### config.mk
export PLATFORM = sky130hd
export DESIGN_NAME = rvCore
export DESIGN_NICKNAME = d
export VERILOG_FILES = /design/src/hdl/rvCorePkg.sv /design/src/hdl/rvAlu.sv /design/src/hdl/rvCore.sv /design/src/hdl/rvDecoder.sv /design/src/hdl/rvHazardUnit.sv /design/src/hdl/rvRegFile.sv
export VERILOG_INCLUDE_DIRS = /design/src /design/src/include
export SDC_FILE = /design/constraint.sdc
export NUM_CORES = 2
export LEC_CHECK = 0
export BUFFER_PORTS_ARGS = -buffer_cell sky130_fd_sc_hd__buf_2
export CAP_MARGIN = 20
export CORE_MARGIN = 2
export CORE_UTILIZATION = 50
export CTS_BUF_LIST = sky130_fd_sc_hd__clkbuf_8
export CTS_CLUSTER_DIAMETER = 150
export DETAILED_ROUTE_END_ITERATION = 8
export MAX_ROUTING_LAYER = met4
export PLACE_DENSITY_LB_ADDON = 0.12
export SLEW_MARGIN = 20
export SYNTH_ARGS = -nofsm -noshare
export SYNTH_HDL_FRONTEND = slang
export SYNTH_SLANG_ARGS = --single-unit
### constraint.sdc
create_clock -name clk -period 18.45 [get_ports clk]
set_input_delay 0.9225 -clock clk [delete_from_list [all_inputs] [get_ports clk]]
set_output_delay 0.9225 -clock clk [all_outputs]
set_load 0.03 [all_outputs]
### src/include/rvCore_params.svh
`ifndef RVCORE_PARAMS_SVH
`define RVCORE_PARAMS_SVH

// data path and address width
`define RV_XLEN 32

// architectural integer registers
`define RV_NREGS 32

// bits needed to name one register
`define RV_REGW 5

// first fetch address after reset
`define RV_RESET_PC 32'h0000_0000

`endif

### src/hdl/rvCorePkg.sv
`include "rvCore_params.svh"

package rvCorePkg;

	// major opcodes kept by this core
	// the all-zero word is the pipeline bubble
	typedef enum logic [6:0] {
		OPC_NOP0   = 7'b0000000,
		OPC_LOAD   = 7'b0000011,
		OPC_OPIMM  = 7'b0010011,
		OPC_STORE  = 7'b0100011,
		OPC_OP     = 7'b0110011,
		OPC_BRANCH = 7'b1100011,
		OPC_JAL    = 7'b1101111
	} opcode_t;

	typedef enum logic [3:0] {
		ALU_ADD  = 4'd0,
		ALU_SUB  = 4'd1,
		ALU_AND  = 4'd2,
		ALU_OR   = 4'd3,
		ALU_XOR  = 4'd4,
		ALU_SLL  = 4'd5,
		ALU_SRL  = 4'd6,
		ALU_SRA  = 4'd7,
		ALU_SLT  = 4'd8,
		ALU_SLTU = 4'd9
	} aluOp_t;

	// writeback source
	typedef enum logic [1:0] {
		RES_ALU = 2'd0,
		RES_MEM = 2'd1,
		RES_PC4 = 2'd2
	} resultSrc_t;

	// execute operand source
	typedef enum logic [1:0] {
		FWD_REG = 2'd0,
		FWD_WB  = 2'd1,
		FWD_MEM = 2'd2
	} fwdSel_t;

endpackage

### src/hdl/rvAlu.sv
`timescale 1ns/10ps
`include "rvCore_params.svh"

module rvAlu (
	input  rvCorePkg::aluOp_t op,
	input  logic [`RV_XLEN-1:0] a,
	input  logic [`RV_XLEN-1:0] b,
	output logic [`RV_XLEN-1:0] y,
	output logic zero
);
	import rvCorePkg::*;

	logic [4:0] shamt;

	assign shamt = b[4:0];

	always_comb begin
		case (op)
			ALU_ADD: y = a + b;
			ALU_SUB: y = a - b;
			ALU_AND: y = a & b;
			ALU_OR: y = a | b;
			ALU_XOR: y = a ^ b;
			ALU_SLL: y = a << shamt;
			ALU_SRL: y = a >> shamt;
			ALU_SRA: y = $signed(a) >>> shamt;
			ALU_SLT: y = {{(`RV_XLEN-1){1'b0}}, $signed(a) < $signed(b)};
			ALU_SLTU: y = {{(`RV_XLEN-1){1'b0}}, a < b};
			default: y = '0;
		endcase
	end

	// used with SUB for the branch compare
	assign zero = (y == '0);

endmodule

### src/hdl/rvCore.sv
`timescale 1ns/10ps
`include "rvCore_params.svh"

module rvCore (
	input  logic clk,
	input  logic rst,
	input  logic [`RV_XLEN-1:0] instrF,
	input  logic [`RV_XLEN-1:0] readDataM,
	output logic [`RV_XLEN-1:0] pcF,
	output logic [`RV_XLEN-1:0] aluResultM,
	output logic [`RV_XLEN-1:0] writeDataM,
	output logic memWriteM,
	output logic illegalD
);
	import rvCorePkg::*;

	// fetch and decode
	logic [`RV_XLEN-1:0] pcPlus4F;
	logic [`RV_XLEN-1:0] pcNextF;
	logic [`RV_XLEN-1:0] instrD;
	logic [`RV_XLEN-1:0] pcD;
	logic [`RV_REGW-1:0] rs1D;
	logic [`RV_REGW-1:0] rs2D;
	logic [`RV_REGW-1:0] rdD;
	logic [`RV_XLEN-1:0] rd1D;
	logic [`RV_XLEN-1:0] rd2D;
	logic [`RV_XLEN-1:0] immExtD;
	logic regWriteD;
	logic memWriteD;
	logic branchD;
	logic branchNeD;
	logic jumpD;
	logic aluSrcImmD;
	resultSrc_t resultSrcD;
	aluOp_t aluOpD;

	// execute
	logic regWriteE;
	logic memWriteE;
	logic branchE;
	logic branchNeE;
	logic jumpE;
	logic aluSrcImmE;
	resultSrc_t resultSrcE;
	aluOp_t aluOpE;
	logic [`RV_XLEN-1:0] rd1E;
	logic [`RV_XLEN-1:0] rd2E;
	logic [`RV_XLEN-1:0] immExtE;
	logic [`RV_XLEN-1:0] pcE;
	logic [`RV_REGW-1:0] rs1E;
	logic [`RV_REGW-1:0] rs2E;
	logic [`RV_REGW-1:0] rdE;
	logic [`RV_XLEN-1:0] srcAE;
	logic [`RV_XLEN-1:0] srcBE;
	logic [`RV_XLEN-1:0] writeDataE;
	logic [`RV_XLEN-1:0] aluResultE;
	logic [`RV_XLEN-1:0] pcTargetE;
	logic [`RV_XLEN-1:0] pcPlus4E;
	logic zeroE;
	logic pcSrcE;

	// memory and writeback
	logic regWriteM;
	resultSrc_t resultSrcM;
	logic [`RV_XLEN-1:0] pcPlus4M;
	logic [`RV_REGW-1:0] rdM;
	logic regWriteW;
	resultSrc_t resultSrcW;
	logic [`RV_XLEN-1:0] aluResultW;
	logic [`RV_XLEN-1:0] readDataW;
	logic [`RV_XLEN-1:0] pcPlus4W;
	logic [`RV_REGW-1:0] rdW;
	logic [`RV_XLEN-1:0] resultW;

	// hazard control
	logic stallF;
	logic stallD;
	logic flushD;
	logic flushE;
	fwdSel_t fwdA;
	fwdSel_t fwdB;

	function automatic logic [`RV_XLEN-1:0] fwdMux(input fwdSel_t sel,
			input logic [`RV_XLEN-1:0] regVal, input logic [`RV_XLEN-1:0] memVal,
			input logic [`RV_XLEN-1:0] wbVal);
		case (sel)
			FWD_MEM: return memVal;
			FWD_WB: return wbVal;
			default: return regVal;
		endcase
	endfunction

	// fetch
	assign pcPlus4F = pcF + `RV_XLEN'd4;
	assign pcNextF = pcSrcE ? pcTargetE : pcPlus4F;

	always_ff @(posedge clk) begin
		if (rst) begin
			pcF <= `RV_RESET_PC;
		end else if (!stallF) begin
			pcF <= pcNextF;
		end
	end

	// fetch/decode register, a zero word is a bubble
	always_ff @(posedge clk) begin
		if (rst || flushD) begin
			instrD <= '0;
		end else if (!stallD) begin
			instrD <= instrF;
		end
	end

	always_ff @(posedge clk) begin
		if (!stallD) begin
			pcD <= pcF;
		end
	end

	// decode
	assign rs1D = instrD[19:15];
	assign rs2D = instrD[24:20];
	assign rdD = instrD[11:7];

	rvDecoder decoder (
		.instrD(instrD),
		.regWrite(regWriteD),
		.memWrite(memWriteD),
		.branch(branchD),
		.branchNe(branchNeD),
		.jump(jumpD),
		.aluSrcImm(aluSrcImmD),
		.resultSrc(resultSrcD),
		.aluOp(aluOpD),
		.immExt(immExtD),
		.illegal(illegalD)
	);

	rvRegFile regFile (
		.clk(clk),
		.rst(rst),
		.rs1(rs1D),
		.rs2(rs2D),
		.rd1(rd1D),
		.rd2(rd2D),
		.we(regWriteW),
		.rd(rdW),
		.wd(resultW)
	);

	// decode/execute register
	always_ff @(posedge clk) begin
		if (rst || flushE) begin
			regWriteE <= 1'b0;
			memWriteE <= 1'b0;
			branchE <= 1'b0;
			branchNeE <= 1'b0;
			jumpE <= 1'b0;
			aluSrcImmE <= 1'b0;
			resultSrcE <= RES_ALU;
			aluOpE <= ALU_ADD;
		end else begin
			regWriteE <= regWriteD;
			memWriteE <= memWriteD;
			branchE <= branchD;
			branchNeE <= branchNeD;
			jumpE <= jumpD;
			aluSrcImmE <= aluSrcImmD;
			resultSrcE <= resultSrcD;
			aluOpE <= aluOpD;
		end
	end

	always_ff @(posedge clk) begin
		rd1E <= rd1D;
		rd2E <= rd2D;
		immExtE <= immExtD;
		pcE <= pcD;
		rs1E <= rs1D;
		rs2E <= rs2D;
		rdE <= rdD;
	end

	// execute
	assign srcAE = fwdMux(fwdA, rd1E, aluResultM, resultW);
	assign writeDataE = fwdMux(fwdB, rd2E, aluResultM, resultW);
	assign srcBE = aluSrcImmE ? immExtE : writeDataE;

	rvAlu alu (
		.op(aluOpE),
		.a(srcAE),
		.b(srcBE),
		.y(aluResultE),
		.zero(zeroE)
	);

	assign pcTargetE = pcE + immExtE;
	assign pcPlus4E = pcE + `RV_XLEN'd4;
	// BEQ wants zero set, BNE wants it clear
	assign pcSrcE = (branchE & (zeroE ^ branchNeE)) | jumpE;

	// execute/memory register
	always_ff @(posedge clk) begin
		if (rst) begin
			regWriteM <= 1'b0;
			memWriteM <= 1'b0;
			resultSrcM <= RES_ALU;
		end else begin
			regWriteM <= regWriteE;
			memWriteM <= memWriteE;
			resultSrcM <= resultSrcE;
		end
	end

	always_ff @(posedge clk) begin
		aluResultM <= aluResultE;
		writeDataM <= writeDataE;
		pcPlus4M <= pcPlus4E;
		rdM <= rdE;
	end

	// memory/writeback register
	always_ff @(posedge clk) begin
		if (rst) begin
			regWriteW <= 1'b0;
			resultSrcW <= RES_ALU;
		end else begin
			regWriteW <= regWriteM;
			resultSrcW <= resultSrcM;
		end
	end

	always_ff @(posedge clk) begin
		aluResultW <= aluResultM;
		readDataW <= readDataM;
		pcPlus4W <= pcPlus4M;
		rdW <= rdM;
	end

	// writeback
	always_comb begin
		case (resultSrcW)
			RES_MEM: resultW = readDataW;
			RES_PC4: resultW = pcPlus4W;
			default: resultW = aluResultW;
		endcase
	end

	rvHazardUnit hazard (
		.rs1D(rs1D),
		.rs2D(rs2D),
		.rs1E(rs1E),
		.rs2E(rs2E),
		.rdE(rdE),
		.rdM(rdM),
		.rdW(rdW),
		.loadE(resultSrcE == RES_MEM),
		.regWriteM(regWriteM),
		.regWriteW(regWriteW),
		.pcSrcE(pcSrcE),
		.fwdA(fwdA),
		.fwdB(fwdB),
		.stallF(stallF),
		.stallD(stallD),
		.flushD(flushD),
		.flushE(flushE)
	);

endmodule

### src/hdl/rvDecoder.sv
`timescale 1ns/10ps
`include "rvCore_params.svh"

module rvDecoder (
	input  logic [`RV_XLEN-1:0] instrD,
	output logic regWrite,
	output logic memWrite,
	output logic branch,
	output logic branchNe,
	output logic jump,
	output logic aluSrcImm,
	output rvCorePkg::resultSrc_t resultSrc,
	output rvCorePkg::aluOp_t aluOp,
	output logic [`RV_XLEN-1:0] immExt,
	output logic illegal
);
	import rvCorePkg::*;

	opcode_t opc;
	logic [2:0] funct3;
	logic [6:0] funct7;
	logic altOp;
	logic f7Alt;
	logic shiftImm;
	aluOp_t aluFunc;
	logic [`RV_XLEN-1:0] immI;
	logic [`RV_XLEN-1:0] immS;
	logic [`RV_XLEN-1:0] immB;
	logic [`RV_XLEN-1:0] immJ;
	logic [`RV_XLEN-1:0] immSh;

	assign opc = opcode_t'(instrD[6:0]);
	assign funct3 = instrD[14:12];
	assign funct7 = instrD[31:25];
	assign shiftImm = (funct3[1:0] == 2'b01);

	assign immI = {{(`RV_XLEN-12){instrD[31]}}, instrD[31:20]};
	assign immS = {{(`RV_XLEN-12){instrD[31]}}, instrD[31:25], instrD[11:7]};
	assign immB = {{(`RV_XLEN-12){instrD[31]}}, instrD[7], instrD[30:25], instrD[11:8], 1'b0};
	assign immJ = {{(`RV_XLEN-20){instrD[31]}}, instrD[19:12], instrD[20], instrD[30:21], 1'b0};
	// shamt form, upper bits are funct7
	assign immSh = {{(`RV_XLEN-5){1'b0}}, instrD[24:20]};

	// funct7 bit 5 selects SUB only for register ops, SRA for both forms
	assign altOp = funct7[5] & ((opc == OPC_OP) | (funct3 == 3'b101));
	// 0x20 is only legal on the ADD/SUB and shift-right slots
	assign f7Alt = (funct7 == 7'h20) && (funct3 == 3'b000 || funct3 == 3'b101);

	// alu decoder
	always_comb begin
		case (funct3)
			3'b000: aluFunc = altOp ? ALU_SUB : ALU_ADD;
			3'b001: aluFunc = ALU_SLL;
			3'b010: aluFunc = ALU_SLT;
			3'b011: aluFunc = ALU_SLTU;
			3'b100: aluFunc = ALU_XOR;
			3'b101: aluFunc = altOp ? ALU_SRA : ALU_SRL;
			3'b110: aluFunc = ALU_OR;
			default: aluFunc = ALU_AND;
		endcase
	end

	// main decoder
	always_comb begin
		regWrite = 1'b0;
		memWrite = 1'b0;
		branch = 1'b0;
		branchNe = 1'b0;
		jump = 1'b0;
		aluSrcImm = 1'b0;
		resultSrc = RES_ALU;
		aluOp = ALU_ADD;
		immExt = immI;
		illegal = 1'b0;
		case (opc)
			OPC_OP: begin
				regWrite = 1'b1;
				aluOp = aluFunc;
				illegal = !(funct7 == 7'h00 || f7Alt);
			end
			OPC_OPIMM: begin
				regWrite = 1'b1;
				aluSrcImm = 1'b1;
				aluOp = aluFunc;
				immExt = shiftImm ? immSh : immI;
				illegal = shiftImm && !(funct7 == 7'h00 || f7Alt);
			end
			OPC_LOAD: begin
				regWrite = 1'b1;
				aluSrcImm = 1'b1;
				resultSrc = RES_MEM;
				illegal = (funct3 != 3'b010);
			end
			OPC_STORE: begin
				memWrite = 1'b1;
				aluSrcImm = 1'b1;
				immExt = immS;
				illegal = (funct3 != 3'b010);
			end
			OPC_BRANCH: begin
				// compare by subtraction, BNE is funct3 001
				branch = 1'b1;
				branchNe = funct3[0];
				aluOp = ALU_SUB;
				immExt = immB;
				illegal = (funct3[2:1] != 2'b00);
			end
			OPC_JAL: begin
				regWrite = 1'b1;
				jump = 1'b1;
				resultSrc = RES_PC4;
				immExt = immJ;
			end
			OPC_NOP0: illegal = (instrD != '0);
			default: illegal = 1'b1;
		endcase
		// an unknown encoding moves through as a bubble
		if (illegal) begin
			regWrite = 1'b0;
			memWrite = 1'b0;
			branch = 1'b0;
			branchNe = 1'b0;
			jump = 1'b0;
		end
	end

endmodule

### src/hdl/rvHazardUnit.sv
`timescale 1ns/10ps
`include "rvCore_params.svh"

module rvHazardUnit (
	input  logic [`RV_REGW-1:0] rs1D,
	input  logic [`RV_REGW-1:0] rs2D,
	input  logic [`RV_REGW-1:0] rs1E,
	input  logic [`RV_REGW-1:0] rs2E,
	input  logic [`RV_REGW-1:0] rdE,
	input  logic [`RV_REGW-1:0] rdM,
	input  logic [`RV_REGW-1:0] rdW,
	input  logic loadE,
	input  logic regWriteM,
	input  logic regWriteW,
	input  logic pcSrcE,
	output rvCorePkg::fwdSel_t fwdA,
	output rvCorePkg::fwdSel_t fwdB,
	output logic stallF,
	output logic stallD,
	output logic flushD,
	output logic flushE
);
	import rvCorePkg::*;

	logic loadUse;

	// memory stage is younger, so it wins over writeback
	function automatic fwdSel_t pickSrc(input logic [`RV_REGW-1:0] rs);
		if (rs != '0 && regWriteM && rs == rdM) begin
			return FWD_MEM;
		end else if (rs != '0 && regWriteW && rs == rdW) begin
			return FWD_WB;
		end
		return FWD_REG;
	endfunction

	assign fwdA = pickSrc(rs1E);
	assign fwdB = pickSrc(rs2E);

	// load result is not ready until writeback
	assign loadUse = loadE && rdE != '0 && (rdE == rs1D || rdE == rs2D);

	assign stallF = loadUse;
	assign stallD = loadUse;
	assign flushD = pcSrcE;
	assign flushE = loadUse | pcSrcE;

endmodule

### src/hdl/rvRegFile.sv
`timescale 1ns/10ps
`include "rvCore_params.svh"

module rvRegFile (
	input  logic clk,
	input  logic rst,
	input  logic [`RV_REGW-1:0] rs1,
	input  logic [`RV_REGW-1:0] rs2,
	output logic [`RV_XLEN-1:0] rd1,
	output logic [`RV_XLEN-1:0] rd2,
	input  logic we,
	input  logic [`RV_REGW-1:0] rd,
	input  logic [`RV_XLEN-1:0] wd
);
	logic [`RV_XLEN-1:0] regs [`RV_NREGS];

	always_ff @(posedge clk) begin
		if (rst) begin
			for (int i = 0; i < `RV_NREGS; i++) begin
				regs[i] <= '0;
			end
		end else if (we && rd != '0) begin
			regs[rd] <= wd;
		end
	end

	// x0 reads zero, a same-cycle write is passed straight through
	assign rd1 = (rs1 == '0) ? '0 : ((we && rd == rs1) ? wd : regs[rs1]);
	assign rd2 = (rs2 == '0) ? '0 : ((we && rd == rs2) ? wd : regs[rs2]);

endmodule

== Word-level counts from Yosys, hierarchy flattened ==
Memory sizes are Yosys's and may differ from the RTL's. A register that Yosys moved wholly into a read port is not among the register bits.
Index checks and enable logic that the tools add are counted.
W data, S select, Z words.

* Register bits after elaboration: 460
* Bits in writable memories: 1024
* Output and inout port bits: 98
* Logic and storage cells: 175
* Memories: 1

{| class="wikitable"
|+ Memories
! memory !! depth !! bits a word !! read ports !! clocked after Yosys merged registers in !! wr ports !! RTL line !! RTL
|-
| regFile.regs || 32 || 32 || 2 || 2 || 32 || rvRegFile.sv:15 || <nowiki>logic [`RV_XLEN-1:0] regs [`RV_NREGS];</nowiki>
|}

* $add $sub $neg: 5
* Order comparisons: 2
* Equality and inequality tests: 39
* Shifts and indexed selects: 3
* Multiplexer cells: 43
* Bitwise operators: 10
* Reduce and logical (&&, ||, !) cells: 41

{| class="wikitable"
|+ Operators by type and width
! operator !! number
|-
| $pmux W32 S10 || 1
|-
| $mux W32 || 6
|-
| $pmux W32 S2 || 3
|-
| $pmux W32 S4 || 1
|-
| $add A32 B3 Y32 const B || 2
|-
| $add A32 B32 Y32 || 2
|-
| $lt A32 B32 Y1 || 2
|-
| $eq A5 B5 Y1 || 8
|-
| $and A32 B32 Y32 || 1
|-
| $logic_not A32 Y1 || 1
|-
| $or A32 B32 Y32 || 1
|-
| $reduce_bool A32 Y1 || 1
|-
| $reduce_or A32 Y1 || 1
|-
| $shl A32 B5 Y32 || 1
|-
| $shr A32 B5 Y32 || 1
|-
| $sshr A32 B5 Y32 || 1
|-
| $sub A32 B32 Y32 || 1
|-
| $xor A32 B32 Y32 || 1
|-
| $pmux W4 S7 || 1
|-
| $mux W5 || 5
|-
| $eq A7 B6 Y1 const B || 3
|-
| $reduce_bool A5 Y1 || 4
|-
| $mux W1 || 17
|-
| $eq A4 B3 Y1 const B || 4
|-
| 31 further kinds || 74
|}

== Logic depth before layout (Yosys ltp) ==
* Depth after elaboration: 18
* Gate-level depth with buffers: 35

== Hierarchy ==
A second synthesis with hierarchy kept.

* Cell total of the unflattened synthesis: 6887
* Area total of the unflattened synthesis: 82039.9 um^2

{| class="wikitable"
|+ By module, submodules not included
! module !! instances !! cells an instance !! area an instance (um^2) !! seq. area each (um^2)
|-
| rvRegFile || 1 || 3802 || 55061.6 || 30749.5
|-
| rvCore || 1 || 1447 || 15601.2 || 9529.1
|-
| rvAlu || 1 || 1478 || 10232.3 || 0.0
|-
| rvDecoder || 1 || 105 || 690.7 || 0.0
|-
| rvHazardUnit || 1 || 55 || 454.2 || 0.0
|}

== Least setup slack after synthesis ==
No wires, ideal clock.

* Kind: register to register
* Start: register resultSrcW[0]
* End: register pcF[20]
* Arrival time: 6.722 ns
* Data required time: 18.264 ns
* Setup slack: 11.543 ns
* Cell stages (with the launch flop): 35
* Buffers on the path: 9
* Period minus slack after synthesis: 6.907 ns
* Path through: dfxtp_1 inv_1 ha_1 clkinv_1 clkbuf_1 clkbuf_1 o21ai_1 nor3_1 a21oi_1 a221o_1 buf_2 clkbuf_1 clkbuf_1 buf_1 ha_1 clkbuf_1 o21a_1 o31ai_1 a21o_1 a21boi_0 a21boi_0 o21bai_1 a21oi_1 a211o_1 a221oi_1 o2111ai_1 nor4_1 nand4_1 nor4b_2 a21bo_1 nand3_2 buf_2 buf_2 o31ai_1 a21oi_1

* Cells in the longest elaborated chain, start to end: 11

{| class="wikitable"
|+ Ends and longest elaborated chain
! element !! RTL line !! RTL
|-
| from (decl) || rvCore.sv:68 || <nowiki>resultSrc_t resultSrcW;</nowiki>
|-
| from (signal assigned) || rvCore.sv:229 || <nowiki>resultSrcW <= resultSrcM;</nowiki>
|-
| $eq A2 B2 Y1 / $eq A2 B1 Y1 (equally long branches) || rvCore.sv:242 || <nowiki>case (resultSrcW)</nowiki>
|-
| $pmux W32 S2 (*) || rvCore.sv:242 ||
|-
| $pmux W32 S2 || rvCore.sv:86 || <nowiki>case (sel)</nowiki>
|-
| $mux W32 || rvCore.sv:187 || <nowiki>assign srcBE = aluSrcImmE ? immExtE : writeDataE;</nowiki>
|-
| $sub A32 B32 Y32 (tied with other cells) || rvAlu.sv:20 || <nowiki>ALU_SUB: y = a - b;</nowiki>
|-
| $pmux W32 S10 (*) || rvAlu.sv:18 || <nowiki>case (op)</nowiki>
|-
| net alu.y[11] || rvAlu.sv:8 || <nowiki>output logic [`RV_XLEN-1:0] y,</nowiki>
|-
| $logic_not A32 Y1 (*) || rvAlu.sv:34 || <nowiki>assign zero = (y == '0);</nowiki>
|-
| $xor A1 B1 Y1 (*) || rvCore.sv:200 || <nowiki>assign pcSrcE = (branchE & (zeroE ^ branchNeE)) | jumpE;</nowiki>
|-
| $and A1 B1 Y1 (*) || rvCore.sv:200 ||
|-
| $or A1 B1 Y1 (*) || rvCore.sv:200 ||
|-
| $mux W32 (*) || rvCore.sv:95 || <nowiki>assign pcNextF = pcSrcE ? pcTargetE : pcPlus4F;</nowiki>
|-
| to (signal assigned) || rvCore.sv:99 || <nowiki>pcF <= `RV_RESET_PC;</nowiki>
|-
| to (signal assigned) || rvCore.sv:101 || <nowiki>pcF <= pcNextF;</nowiki>
|-
| to (decl) || rvCore.sv:9 || <nowiki>output logic [`RV_XLEN-1:0] pcF,</nowiki>
|}

The timed path passes the listed nets; every way through them passes the cells marked *.
A chain may end at the register's enable or synchronous reset.

== Final worst setup path ==
* Start: register resultSrcW[0]
* End: register pcF[29]

The elaborated chain is that of the path after synthesis.

==> impl_metrics.py <==
metrics = {
    "timing": {
        "final-hold-violation-count": 0,
        "layout_min_cycle_time_ns": 10.45,
        "setup_violations": 0,
        "clock-skew-final_ns": 0.1199,
        "slew_violations": 0,
        "rsz0062_at_grt": "false",
        "fmax_mhz": 95.67,
        "timing.hold.ws_ns": 0.07345,
        "worstMarginPinSlew_ns": 1.215,
        "max_slew_margin_pct": 16.87,
        "fin_crit_sh_pct": 56.66,
        "setup_ws_ns": 7.997,
        "tns_ns": 0,
    },
    "critical_path": {
        "cp_slowest_cell": "o21ai_4",
        "cp-end-kind": "register",
        "rrSetupSlack_ns": 8.00,
        "arrival_ns": 11.34,
        "critPathMaxFanout": 75,
        "slowest_delay_ns": 0.86,
        "critical_path.startpoint_type": "register",
        "critPathRequiredTime_ns": 19.34,
        "cp_common_cell": "buf_4",
        "r2r_start": "resultSrcW[0]",
        "criticalPathCategory": "register to register",
        "worstRegToRegCells": 30,
        "reg2reg_to": "pcF[29]",
    },
    "clock_network": {
        "cts_buffers": 275,
        "post_cts_resized": 0,
        "clock-sinks": 1483,
        "cts_tree": "yes",
        "clkTransAtPathRegs_ns": 0.06,
        "clock-root-buffer": "clkbuf_8",
        "cts_setup_buffers": 0,
        "clk_latency_ns": 1.03,
        "cts_hold_buf": 1,
        "clockBufferDepth": 4,
        "cts.htree.levels": 5,
    },
    "floorplanning": {
        "start_util_pct": 50.24,
        "rows": 145,
        "design.core.area_um2": 155800,
        "die-area_um2": 159800,
        "fp.dieW_um": 399.7,
        "ios": 164,
        "die_h_um": 399.7,
    },
    "synthesis": {
        "synth-seq-cells": 1483,
        "ys_types": 104,
        "avgSynthCellArea_um2": 12.10,
        "synth_adder_area_share_pct": 2.218,
        "synth_xor_area_share_pct": 1.130,
        "synth_compound_area_share_pct": 9.813,
        "synthFlopType": "edfxtp_1",
        "syn_area_um2": 78300,
        "synth_edf_count": 1056,
        "seq_area_frac_synth_pct": 51.42,
        "yosys.area_share.simple_pct": 12.83,
        "ys_async_sr_fraction_pct": 0,
        "synth_top_family_by_area": "multiplexers",
        "yosys_warnings": 0,
        "synthCells": 6473,
        "synth_mux_area_share_pct": 19.03,
    },
    "drt": {
        "drc_errors": 0,
        "drt.antenna.violating_nets": 0,
        "firstDrtPassIters": 8,
        "vias": 59440,
        "via_per_inst": 6.766,
        "drt_wl_total_um": 300200,
        "drt_iter0_drc": 7735,
        "wl_per_cell_um": 34.18,
    },
    "worst_hold_path": {
        "min_path_cells": 1,
        "min_from": "readDataM[26]",
        "whs_endpoint": "readDataW[26]",
        "hp-class": "input pin to register",
    },
    "pwr": {
        "p_seq_share_pct": 44.8,
        "power.internal_w": 0.005871,
        "swShare_pct": 33.88,
        "power.share.clock_pct": 32.3,
        "power_density_nw_per_um2": 102.4,
        "ir_worst_vdd_uv": 82.22,
        "power_w": 0.008879,
        "power.switching_w": 0.003008,
        "p_comb_share_pct": 22.9,
        "p_leak_nw": 31.64,
    },
    "placed_design": {
        "place_ws_ns": 8.219,
        "gp_congestion": 1.018,
        "port-buffer-count": 163,
        "dp_hpwl_um": 191800,
    },
    "global_routing": {
        "grt_max_degree": 128,
        "gr-usage-all-layers_pct": 38.62,
        "grt_pass1_wl_um": 425100,
        "grt_pass1_vias": 58150,
        "grt_remaining_overflow": 0,
        "antenna_found_initial": 14,
    },
    "layout": {
        "drive_above_1_share_pct": 22.51,
        "nNetsFinal": 6754,
        "nFillCells": 13200,
        "syn_to_final_growth_pct": 10.73,
    },
    "status": {
        "outcome": "complete, no violations",
    },
    "flow_run": {
        "maxCapViolations": 0,
    },
}
-- layout make-up --
type	instances	area [um^2]	area share [%]
clock buffers	289	3978	4.588
well taps	2058	2575	2.970
clock inverters	153	726.9	0.8385
flip-flops and latches	1483	40300	46.48
multi-input cells	4313	36090	41.63
inverters	121	456.7	0.5267
diodes	11	27.53	0.03175
repair buffers	357	2546	2.937
-- flip-flops by register name, indices dropped and copies added, names as in the netlist, 5 cells and up, named ones only --
signal,count
aluResultW,32
pcPlus4W,32
rd2E,32
pcF,32
instrD,32
rdE,5
rd1E,32
pcPlus4M,32
rs2E,5
aluResultM,32
immExtE,21
regFile.regs,1024
rdM,5
rdW,5
rs1E,5
pcE,32
readDataW,32
writeDataM,32
pcD,32
-- cell usage after synthesis, types with 60 or more instances --
| cell | count | area (um^2) |
|---|---|---|
| a21oi_1 | 215 | 1076 |
| nor2b_1 | 83 | 519.3 |
| inv_1 | 116 | 435.4 |
| nand2_1 | 316 | 1186 |
| clkbuf_1 | 471 | 1768 |
| nor3_1 | 97 | 485.5 |
| a211oi_1 | 176 | 1321 |
| a31oi_1 | 60 | 375.4 |
| o21ai_0 | 196 | 980.9 |
| mux4_2 | 647 | 14570 |
| o21ai_1 | 60 | 300.3 |
| nand2b_1 | 60 | 375.4 |
| dfxtp_1 | 427 | 8548 |
| buf_1 | 64 | 240.2 |
| nand3_1 | 149 | 745.7 |
| nor2_1 | 1218 | 4572 |
| ha_1 | 134 | 1677 |
| xnor2_1 | 73 | 639.4 |
| edfxtp_1 | 1056 | 31710 |
| nand4_1 | 74 | 462.9 |
-- layer usage --
layer	vias to the layer above	track usage (%)	share of wire [%]
met5	-	-	0
met4	0	20.37	6.2
met3	834	8.175	11
met2	3803	58.50	46
met1	29980	49.04	37
li1	24830	-	-
-- cell usage in the layout (no fill, tap or decap), drive strengths merged, types with 61 or more instances in the layout --
master  synthesis  routed
a31oi          61      61
dfxtp         427     427
xnor2          73      73
clkbuf        471     289
o21ai         258     258
edfxtp       1056    1056
nor2         1222    1222
mux4          647     647
nand2         317     317
ha            134     134
nand4          74      74
nand3         150     150
nor2b          83      83
inv           120     211
a211oi        177     177
a21oi         215     215
buf           116     356
nor3           99      99
-- kinds of logic (layout without fill, tap and decap cells) --
kind of cell	after synthesis	after routing
XOR/XNOR	101	101
AND/OR/NAND/NOR	2237	2237
multiplexers	679	679
buffers and inverters	708	920
other	1	43
adder cells (fa/ha/maj)	137	137
flip-flops	1483	1483
AO/OA/AOI/OAI	1127	1127
-- how the worst max path moves through the flow --
stage / startpoint / to / slack, ns / cells past startpoint
floorplan: resultSrcW[0] / pcF[20] / 11.54 / 34
global placement: resultSrcW[0] / pcF[29] / 8.32 / 30
detailed placement: resultSrcW[0] / pcF[29] / 8.22 / 30
CTS: resultSrcW[0] / pcF[29] / 8.15 / 30
global route: resultSrcW[0] / pcF[29] / 7.70 / 30
finish: resultSrcW[0] / pcF[29] / 8.00 / 30
-- through the flow --
stage	instances	util (%)	instance area, um^2
final	8785	55.63	86700
after floorplan	6504	-	78420
after global routing	8782	55.63	86690
after global placement	8319	52.37	81620
after detailed placement	8320	52.40	81650
after CTS	8763	55.42	86370
-- power by group through the flow --
stage               Clock [W]  Sequential, W  Combinational, W
floorplan                   0        0.00396           0.00114
global placement            0        0.00403           0.00191
detailed placement          0        0.00404           0.00191
CTS                   0.00290        0.00397           0.00192
global route          0.00304        0.00398           0.00212
finish                0.00287        0.00398           0.00203
-- worst max-delay path: cells and delay by family (launching register included) --
family / cells / cell delay, ns
AOI/OAI and AO/OA: 12 / 3.78
and+or+nand+nor: 9 / 2.77
buffers and inverters: 7 / 2.55
adders and majority gates: 2 / 0.79
DFF: 1 / 0.34
Power figures use the tool's default switching activity.
